<file path="src/uart_rx_pkg.sv">
`default_nettype none

package uart_rx_pkg;

  // line timing
  localparam int CLKS_PER_SAMPLE = 8;
  localparam int SAMPLES_PER_BIT = 8;
  localparam int DATA_BITS = 8;
  localparam int QUEUE_DEPTH = 4;

  // inverted line: idles low, start bit high
  localparam logic LINE_IDLE = 1'b0;
  localparam logic LINE_START = 1'b1;

  localparam int PRESCALE_W = $clog2(CLKS_PER_SAMPLE);
  localparam int SAMPLE_CNT_W = $clog2(SAMPLES_PER_BIT);
  localparam int BIT_CNT_W = $clog2(DATA_BITS + 1);
  localparam int QUEUE_PTR_W = $clog2(QUEUE_DEPTH);
  localparam int QUEUE_CNT_W = $clog2(QUEUE_DEPTH + 1);

  localparam logic [PRESCALE_W-1:0] PRESCALE_LAST = PRESCALE_W'(CLKS_PER_SAMPLE - 1);
  localparam logic [SAMPLE_CNT_W-1:0] HALF_BIT_LAST = SAMPLE_CNT_W'(SAMPLES_PER_BIT / 2 - 1);
  localparam logic [SAMPLE_CNT_W-1:0] FULL_BIT_LAST = SAMPLE_CNT_W'(SAMPLES_PER_BIT - 1);
  localparam logic [BIT_CNT_W-1:0] LAST_DATA_BIT = BIT_CNT_W'(DATA_BITS - 1);
  localparam logic [BIT_CNT_W-1:0] BIT_CNT_MAX = BIT_CNT_W'(DATA_BITS);
  localparam logic [QUEUE_PTR_W-1:0] QUEUE_PTR_LAST = QUEUE_PTR_W'(QUEUE_DEPTH - 1);
  localparam logic [QUEUE_CNT_W-1:0] QUEUE_FULL = QUEUE_CNT_W'(QUEUE_DEPTH);

  typedef logic [DATA_BITS-1:0] rx_byte_t;

  typedef enum logic [1:0] {
    ST_IDLE  = 2'd0,
    ST_START = 2'd1,
    ST_DATA  = 2'd2,
    ST_STOP  = 2'd3
  } rx_state_e;

endpackage

`default_nettype wire

</file>
<file path="src/rx_byte_if.sv">
`timescale 1ns/10ps
`default_nettype none

interface rx_byte_if;
  import uart_rx_pkg::*;

  logic     valid;
  logic     ready;
  rx_byte_t data;
  logic     frame_err;

  // deframer side, cannot stall
  modport src (
    output valid,
    output data,
    output frame_err,
    input  ready
  );

  modport dst (
    input  valid,
    input  data,
    input  frame_err,
    output ready
  );

endinterface

`default_nettype wire

</file>
<file path="src/rx_byte_queue.sv">
`timescale 1ns/10ps
`default_nettype none

module rx_byte_queue (
  input  logic                 clk,
  input  logic                 rst_n,
  rx_byte_if.dst               byte_in,
  output logic                 rx_valid,
  input  logic                 rx_ready,
  output uart_rx_pkg::rx_byte_t rx_data,
  output logic                 rx_frame_err,
  output logic                 rx_overrun
);
  import uart_rx_pkg::*;

  rx_byte_t               data_mem [QUEUE_DEPTH];
  logic                   err_mem  [QUEUE_DEPTH];
  logic [QUEUE_PTR_W-1:0] wr_ptr;
  logic [QUEUE_PTR_W-1:0] rd_ptr;
  logic [QUEUE_CNT_W-1:0] count;
  logic                   push;
  logic                   pop;
  logic                   drop;

  function automatic logic [QUEUE_PTR_W-1:0] next_ptr(input logic [QUEUE_PTR_W-1:0] ptr);
    return (ptr == QUEUE_PTR_LAST) ? '0 : ptr + 1'b1;
  endfunction

  assign byte_in.ready = (count != QUEUE_FULL);
  assign push = byte_in.valid & byte_in.ready;
  // a full queue loses the byte
  assign drop = byte_in.valid & ~byte_in.ready;

  assign rx_valid     = (count != '0);
  assign pop          = rx_valid & rx_ready;
  assign rx_data      = data_mem[rd_ptr];
  // low whenever nothing is queued
  assign rx_frame_err = rx_valid & err_mem[rd_ptr];

  always_ff @(posedge clk)
  begin
    if (push)
    begin
      data_mem[wr_ptr] <= byte_in.data;
      err_mem[wr_ptr]  <= byte_in.frame_err;
    end
  end

  always_ff @(posedge clk or negedge rst_n)
  begin
    if (!rst_n)
    begin
      wr_ptr     <= '0;
      rd_ptr     <= '0;
      count      <= '0;
      rx_overrun <= 1'b0;
    end
    else
    begin
      if (push)
      begin
        wr_ptr <= next_ptr(wr_ptr);
      end
      if (pop)
      begin
        rd_ptr <= next_ptr(rd_ptr);
      end
      case ({push, pop})
        2'b10: count <= count + 1'b1;
        2'b01: count <= count - 1'b1;
        default: count <= count;
      endcase
      // sticky until the host pops
      if (drop)
      begin
        rx_overrun <= 1'b1;
      end
      else if (pop)
      begin
        rx_overrun <= 1'b0;
      end
    end
  end

  a_count_range: assert property (
    @(posedge clk) disable iff (!rst_n)
    count <= QUEUE_FULL
  );

  a_hold_stable: assert property (
    @(posedge clk) disable iff (!rst_n)
    (rx_valid && !rx_ready) |=> ($stable(rx_data) && $stable(rx_frame_err))
  );

endmodule

`default_nettype wire

</file>
<file path="src/rx_deframer.sv">
`timescale 1ns/10ps
`default_nettype none

module rx_deframer (
  input  logic   clk,
  input  logic   rst_n,
  input  logic   line_sync,
  input  logic   samp_tick,
  rx_byte_if.src byte_out
);
  import uart_rx_pkg::*;

  rx_state_e               state;
  logic [SAMPLE_CNT_W-1:0] samp_cnt;
  logic [BIT_CNT_W-1:0]    bit_cnt;
  logic [1:0]              hist;
  logic [2:0]              window;
  logic                    vote;
  logic                    valid_q;
  logic                    ferr_q;
  rx_byte_t                shreg;
  logic                    take_bit;

  // last two samples plus the current one
  assign window = {hist, line_sync};
  assign vote = (window[2] & window[1]) | (window[2] & window[0]) | (window[1] & window[0]);

  assign take_bit = samp_tick && (state == ST_DATA) && (samp_cnt == FULL_BIT_LAST);

  always_ff @(posedge clk or negedge rst_n)
  begin
    if (!rst_n)
    begin
      state    <= ST_IDLE;
      samp_cnt <= '0;
      bit_cnt  <= '0;
      hist     <= {2{LINE_IDLE}};
      valid_q  <= 1'b0;
      ferr_q   <= 1'b0;
    end
    else
    begin
      valid_q <= 1'b0;
      if (samp_tick)
      begin
        hist <= window[1:0];
        case (state)
          ST_IDLE:
          begin
            if (line_sync == LINE_START)
            begin
              state    <= ST_START;
              samp_cnt <= '0;
            end
          end
          ST_START:
          begin
            if (samp_cnt == HALF_BIT_LAST)
            begin
              samp_cnt <= '0;
              bit_cnt  <= '0;
              // glitch shorter than a quarter bit loses the vote
              state    <= (vote == LINE_START) ? ST_DATA : ST_IDLE;
            end
            else
            begin
              samp_cnt <= samp_cnt + 1'b1;
            end
          end
          ST_DATA:
          begin
            if (samp_cnt == FULL_BIT_LAST)
            begin
              samp_cnt <= '0;
              bit_cnt  <= bit_cnt + 1'b1;
              if (bit_cnt == LAST_DATA_BIT)
              begin
                state <= ST_STOP;
              end
            end
            else
            begin
              samp_cnt <= samp_cnt + 1'b1;
            end
          end
          ST_STOP:
          begin
            if (samp_cnt == FULL_BIT_LAST)
            begin
              samp_cnt <= '0;
              valid_q  <= 1'b1;
              ferr_q   <= (vote != LINE_IDLE);
              state    <= ST_IDLE;
            end
            else
            begin
              samp_cnt <= samp_cnt + 1'b1;
            end
          end
          default:
          begin
            state <= ST_IDLE;
          end
        endcase
      end
    end
  end

  // lsb first, a bit at idle level is a one
  always_ff @(posedge clk)
  begin
    if (take_bit)
    begin
      shreg <= {(vote == LINE_IDLE), shreg[DATA_BITS-1:1]};
    end
  end

  assign byte_out.valid     = valid_q;
  assign byte_out.data      = shreg;
  assign byte_out.frame_err = ferr_q;

  a_bit_cnt_range: assert property (
    @(posedge clk) disable iff (!rst_n)
    bit_cnt <= BIT_CNT_MAX
  );

  a_valid_pulse: assert property (
    @(posedge clk) disable iff (!rst_n)
    valid_q |=> !valid_q
  );

endmodule

`default_nettype wire

</file>
<file path="src/rx_line_sampler.sv">
`timescale 1ns/10ps
`default_nettype none

module rx_line_sampler (
  input  logic clk,
  input  logic rst_n,
  input  logic rx_line,
  output logic line_sync,
  output logic samp_tick
);
  import uart_rx_pkg::*;

  logic                  sync_meta;
  logic [PRESCALE_W-1:0] prescale_cnt;

  // two-flop synchronizer, parks at idle level in reset
  always_ff @(posedge clk or negedge rst_n)
  begin
    if (!rst_n)
    begin
      sync_meta <= LINE_IDLE;
      line_sync <= LINE_IDLE;
    end
    else
    begin
      sync_meta <= rx_line;
      line_sync <= sync_meta;
    end
  end

  // free-running prescaler, tick on the wrap
  always_ff @(posedge clk or negedge rst_n)
  begin
    if (!rst_n)
    begin
      prescale_cnt <= '0;
      samp_tick    <= 1'b0;
    end
    else
    begin
      if (prescale_cnt == PRESCALE_LAST)
      begin
        prescale_cnt <= '0;
      end
      else
      begin
        prescale_cnt <= prescale_cnt + 1'b1;
      end
      samp_tick <= (prescale_cnt == PRESCALE_LAST);
    end
  end

  // tick is an enable, never a level
  a_tick_single: assert property (
    @(posedge clk) disable iff (!rst_n)
    samp_tick |=> !samp_tick
  );

endmodule

`default_nettype wire

</file>
<file path="src/uart_rx_top.sv">
`timescale 1ns/10ps
`default_nettype none

module uart_rx_top (
  input  logic                  clk,
  input  logic                  rst_n,
  input  logic                  rx_line,
  output logic                  rx_valid,
  input  logic                  rx_ready,
  output uart_rx_pkg::rx_byte_t rx_data,
  output logic                  rx_frame_err,
  output logic                  rx_overrun
);

  logic line_sync;
  logic samp_tick;

  rx_byte_if byte_if ();

  rx_line_sampler u_sampler (
    .clk       (clk),
    .rst_n     (rst_n),
    .rx_line   (rx_line),
    .line_sync (line_sync),
    .samp_tick (samp_tick)
  );

  rx_deframer u_deframer (
    .clk       (clk),
    .rst_n     (rst_n),
    .line_sync (line_sync),
    .samp_tick (samp_tick),
    .byte_out  (byte_if.src)
  );

  rx_byte_queue u_queue (
    .clk          (clk),
    .rst_n        (rst_n),
    .byte_in      (byte_if.dst),
    .rx_valid     (rx_valid),
    .rx_ready     (rx_ready),
    .rx_data      (rx_data),
    .rx_frame_err (rx_frame_err),
    .rx_overrun   (rx_overrun)
  );

endmodule

`default_nettype wire
</file>
<file path="config.mk">
export PLATFORM = sky130hd
export DESIGN_NAME = uart_rx_top
export DESIGN_NICKNAME = d
export VERILOG_FILES = /design/src/uart_rx_pkg.sv /design/src/rx_byte_if.sv /design/src/rx_byte_queue.sv /design/src/rx_deframer.sv /design/src/rx_line_sampler.sv /design/src/uart_rx_top.sv
export SDC_FILE = /design/constraint.sdc
export NUM_CORES = 1
export LEC_CHECK = 0
export ABC_AREA = 1
export BUFFER_PORTS_ARGS = -buffer_cell sky130_fd_sc_hd__buf_2
export CORE_MARGIN = 2
export CORE_UTILIZATION = 57
export DETAILED_ROUTE_END_ITERATION = 6
export GPL_ROUTABILITY_DRIVEN = 0
export PLACE_DENSITY = 0.75
export SLEW_MARGIN = 20
export SYNTH_ARGS = -nofsm -noshare
export SYNTH_HDL_FRONTEND = slang
export SYNTH_SLANG_ARGS = --single-unit
</file>
<file path="constraint.sdc">
create_clock -name clk -period 3.9 [get_ports clk]
set_input_delay 0 -clock clk [delete_from_list [all_inputs] [get_ports clk]]
set_output_delay 0 -clock clk [all_outputs]
set_load 0.05 [all_outputs]
</file>
==> results.json <==
{
  "outcome": "completed",
  "crit_path_start_kind": "register",
  "setup_viol": 0,
  "setup.worst_path.end_class": "register",
  "drtAntennaViolNets": 0,
  "total_power_uw": 2290,
  "synth.area.top_cells": "edfxtp_1, dfrtp_1, ha_1, o21ai_0, nand2_1",
  "finClkSkew_ns": 0.00879,
  "hpwl_um": 3070,
  "avgViaCountPerCell": 5.16,
  "wirelength_um": 4770,
  "crit_fanout": 9,
  "synth_compound_area_share_pct": 8.90,
  "io_pins": 15,
  "vdd_drop_max_uv": 360,
  "final_cell_mix": "edfxtp_1, nor2_1, nand2_1",
  "clkSlewWorstSetupHoldPaths_ns": 0.07,
  "die_area_mm2": 0.00590,
  "grt_pass1_vias": 1744,
  "grt_max_degree": 28,
  "postCtsResizedCells": 0,
  "die_w_um": 76.8,
  "cts_sinks": 71,
  "synth_area_mm2": 0.00302,
  "finalCritPeriodShare_pct": 53.7,
  "rsz0062_at_grt": "no",
  "grt_pass1_wl_um": 8050,
  "hp-class": "primary input to asynchronous set/reset pin",
  "leakagePower_uw": 0.00139,
  "dr.first_iter.drc_count": 136,
  "pwr-share-clk_pct": 27.1,
  "cts_made_buffers": 9,
  "fin_crit_ns": 2.09,
  "yosysTopAreaCell": "edfxtp_1",
  "multi_input_area_um2": 866,
  "muxShareOfSynthArea_pct": 0,
  "powerDensity_mw_per_mm2": 679,
  "critPathKind": "register to register",
  "wl_met2_um": 2310,
  "design_area_mm2": 0.00337,
  "post_cts_buffers": 0,
  "worstMarginPinSlew_ns": 0.913,
  "required_ns": 4.11,
  "track_usage_pct": 18.2,
  "tritoncts": "done",
  "insertedDiodeCount": 0,
  "finalSetupTns_ns": 0,
  "critPathTopFamily": "compound AO/OA/AOI/OAI gates",
  "rows": 26,
  "yosys.area_share.xor_xnor_pct": 0.870,
  "seqPwrFrac_pct": 41.6,
  "die_h_um": 76.8,
  "synth_top_area_share_pct": 43.7,
  "synth.net_count": 274,
  "slew_violations": 0,
  "cpPeakStageDelay_ns": 0.44,
  "ys_ff_latch": 71,
  "cp_slowest_cell": "dfrtp_1",
  "syn_inst": 256,
  "highest_layer": "met4",
  "reg2reg_setup_slack_ns": 1.81,
  "async_flop_share_pct": 38.0,
  "hold_viol_final": 0,
  "critPathArrivalTime_ns": 2.31,
  "ys_types": 30,
  "relSlewSlack_pct": 38.9,
  "ys_warn_count": 0,
  "drt-pass1-iter-count": 4,
  "antenna_found_initial": 0,
  "clock_path_buffers": 2,
  "h-tree-depth": 3,
  "synth_fa_ha_area_share_pct": 6.05,
  "combPwrFrac_pct": 31.3,
  "synth_seq_area_share_pct": 66.1,
  "syn_avg_cell_area_um2": 11.8,
  "cts-root-buf": "clkbuf_8",
  "drive_above_1_share_pct": 16.3,
  "cap_viol_max_count": 0,
  "drcViolationCount": 0,
  "layout_commonest_cell": "edfxtp_1",
  "synth_edf_count": 44,
  "crit_buf_inv": 1,
  "synth_top_family_by_area": "simple AND/OR/NAND/NOR gates",
  "wl_per_cell_um": 13.6,
  "synth_flop_cell": "edfxtp_1",
  "swShare_pct": 38.9,
  "regArea_mm2": 0.00200,
  "initial_core_util_pct": 59.2,
  "gr-total-overflow": 0,
  "wl_met3_um": 158,
  "p_int_uw": 1400,
  "placed_cell_area_mm2": 0.00313,
  "fillers": 380,
  "nNetsFinal": 295,
  "switchingPower_uw": 889,
  "design.core.area_mm2": 0.00511,
  "fmax_ghz": 0.478,
  "area_growth_pct": 11.5,
  "portBuffers": 14,
  "wl_met1_um": 2230,
  "critical_path.cell_chain": "o31ai_4 > ha_1 > inv_1 > fa_1 > a21oi_1 > o21ai_0 > xor2_1",
  "via_count": 1816,
  "synth_simple_gate_area_share_pct": 12.8,
  "insertion_delay_ns": 0.33
}
## routing by layer
| metal | up-vias | track usage [%] |
|---|---|---|
| met1 | 868 | 22.9 |
| met5 | - | 0 |
| met3 | 6 | 4.24 |
| li1 | 915 | - |
| met2 | 27 | 29.0 |
| met4 | 0 | 10.4 |
## sequential cells by signal (all words and copies together) (netlist names), 3 cells and up, named ones only
signal / count
u_deframer.byte_out.data: 8
u_queue.data_mem: 32
u_queue.count: 3
u_sampler.prescale_cnt: 3
u_deframer.samp_cnt: 3
u_deframer.bit_cnt: 4
u_queue.err_mem: 4
## stage by stage
step           util [%]  hold slack, ns  instances  setup WS (ns)
6_report           66.0           0.197        352           1.81
5_1_grt            66.0           0.262        352           1.66
4_1_cts            66.0           0.207        352           1.79
3_5_place_dp       61.2          0.0415        333           1.81
3_3_place_gp       61.2          0.0362        333           1.86
2_1_floorplan         -          -0.296        256           1.83
## power groups by stage
stage          combinational, uW  clock [uW]  sequential [uW]
6_report                     716         620              952
5_1_grt                      789         660              963
4_1_cts                      723         629              952
3_5_place_dp                 717           0              967
3_3_place_gp                 705           0              965
2_1_floorplan                668           0              892
## final cells by class
type / instances / share of cell area, %
inverters: 27 / 3.16
well taps: 70 / 2.60
clock buffers: 10 / 3.79
multi-input cells: 151 / 25.7
repair buffers: 17 / 2.97
clock inverters: 6 / 2.53
flip-flops and latches: 71 / 59.3
## cells by family (layout without fill, tap and decap cells)
family,after synthesis,after routing
DFF,71,71
adders and majority gates,14,14
buffers and inverters,34,60
AOI/OAI and AO/OA,47,47
xor gates and xnor gates,3,3
and+or+nand+nor,87,87
## Yosys cell counts, types with 2 or more instances
library cell / instances
edfxtp_1: 44
nand2_1: 33
nor2_1: 33
o21ai_0: 30
dfrtp_1: 27
inv_1: 21
ha_1: 13
o22ai_1: 9
nand3_1: 6
inv_2: 4
nand2_2: 4
nand3_2: 3
nor2_2: 3
o21ai_1: 3
a21oi_1: 2
buf_2: 2
buf_4: 2
buf_6: 2
inv_4: 2
nand4_1: 2
xor2_1: 2
## worst register-to-register path, stage by stage (launching register included)
cell and delay (ns):
dfrtp_1 0.44, o31ai_4 0.41, ha_1 0.21, inv_1 0.07
fa_1 0.43, a21oi_1 0.14, o21ai_0 0.11, xor2_1 0.16
## path summary, 6_finish.rpt
kind	startpoint	depth (start not counted)	to
setup reg to reg	u_queue.count[0]$_DFFE_PN0P_	7	u_queue.count[2]$_DFFE_PN0P_
max in group asynchronous	rst_n	2	u_sampler.samp_tick$_DFF_PN0_
setup / recovery	u_queue.count[0]$_DFFE_PN0P_	7	u_queue.count[2]$_DFFE_PN0P_
hold reg to reg	u_sampler.sync_meta$_DFF_PN0_	0	u_sampler.line_sync$_DFF_PN0_
min in group clk	rx_line	2	u_sampler.sync_meta$_DFF_PN0_
hold / removal	rst_n	2	u_queue.count[2]$_DFFE_PN0P_
## what timing repair did
action,in CTS,in global routing
hold endpoints to repair,30,0
setup endpoints to repair,0,0
hold buffers,3,0
Power figures use the tool's default switching activity.
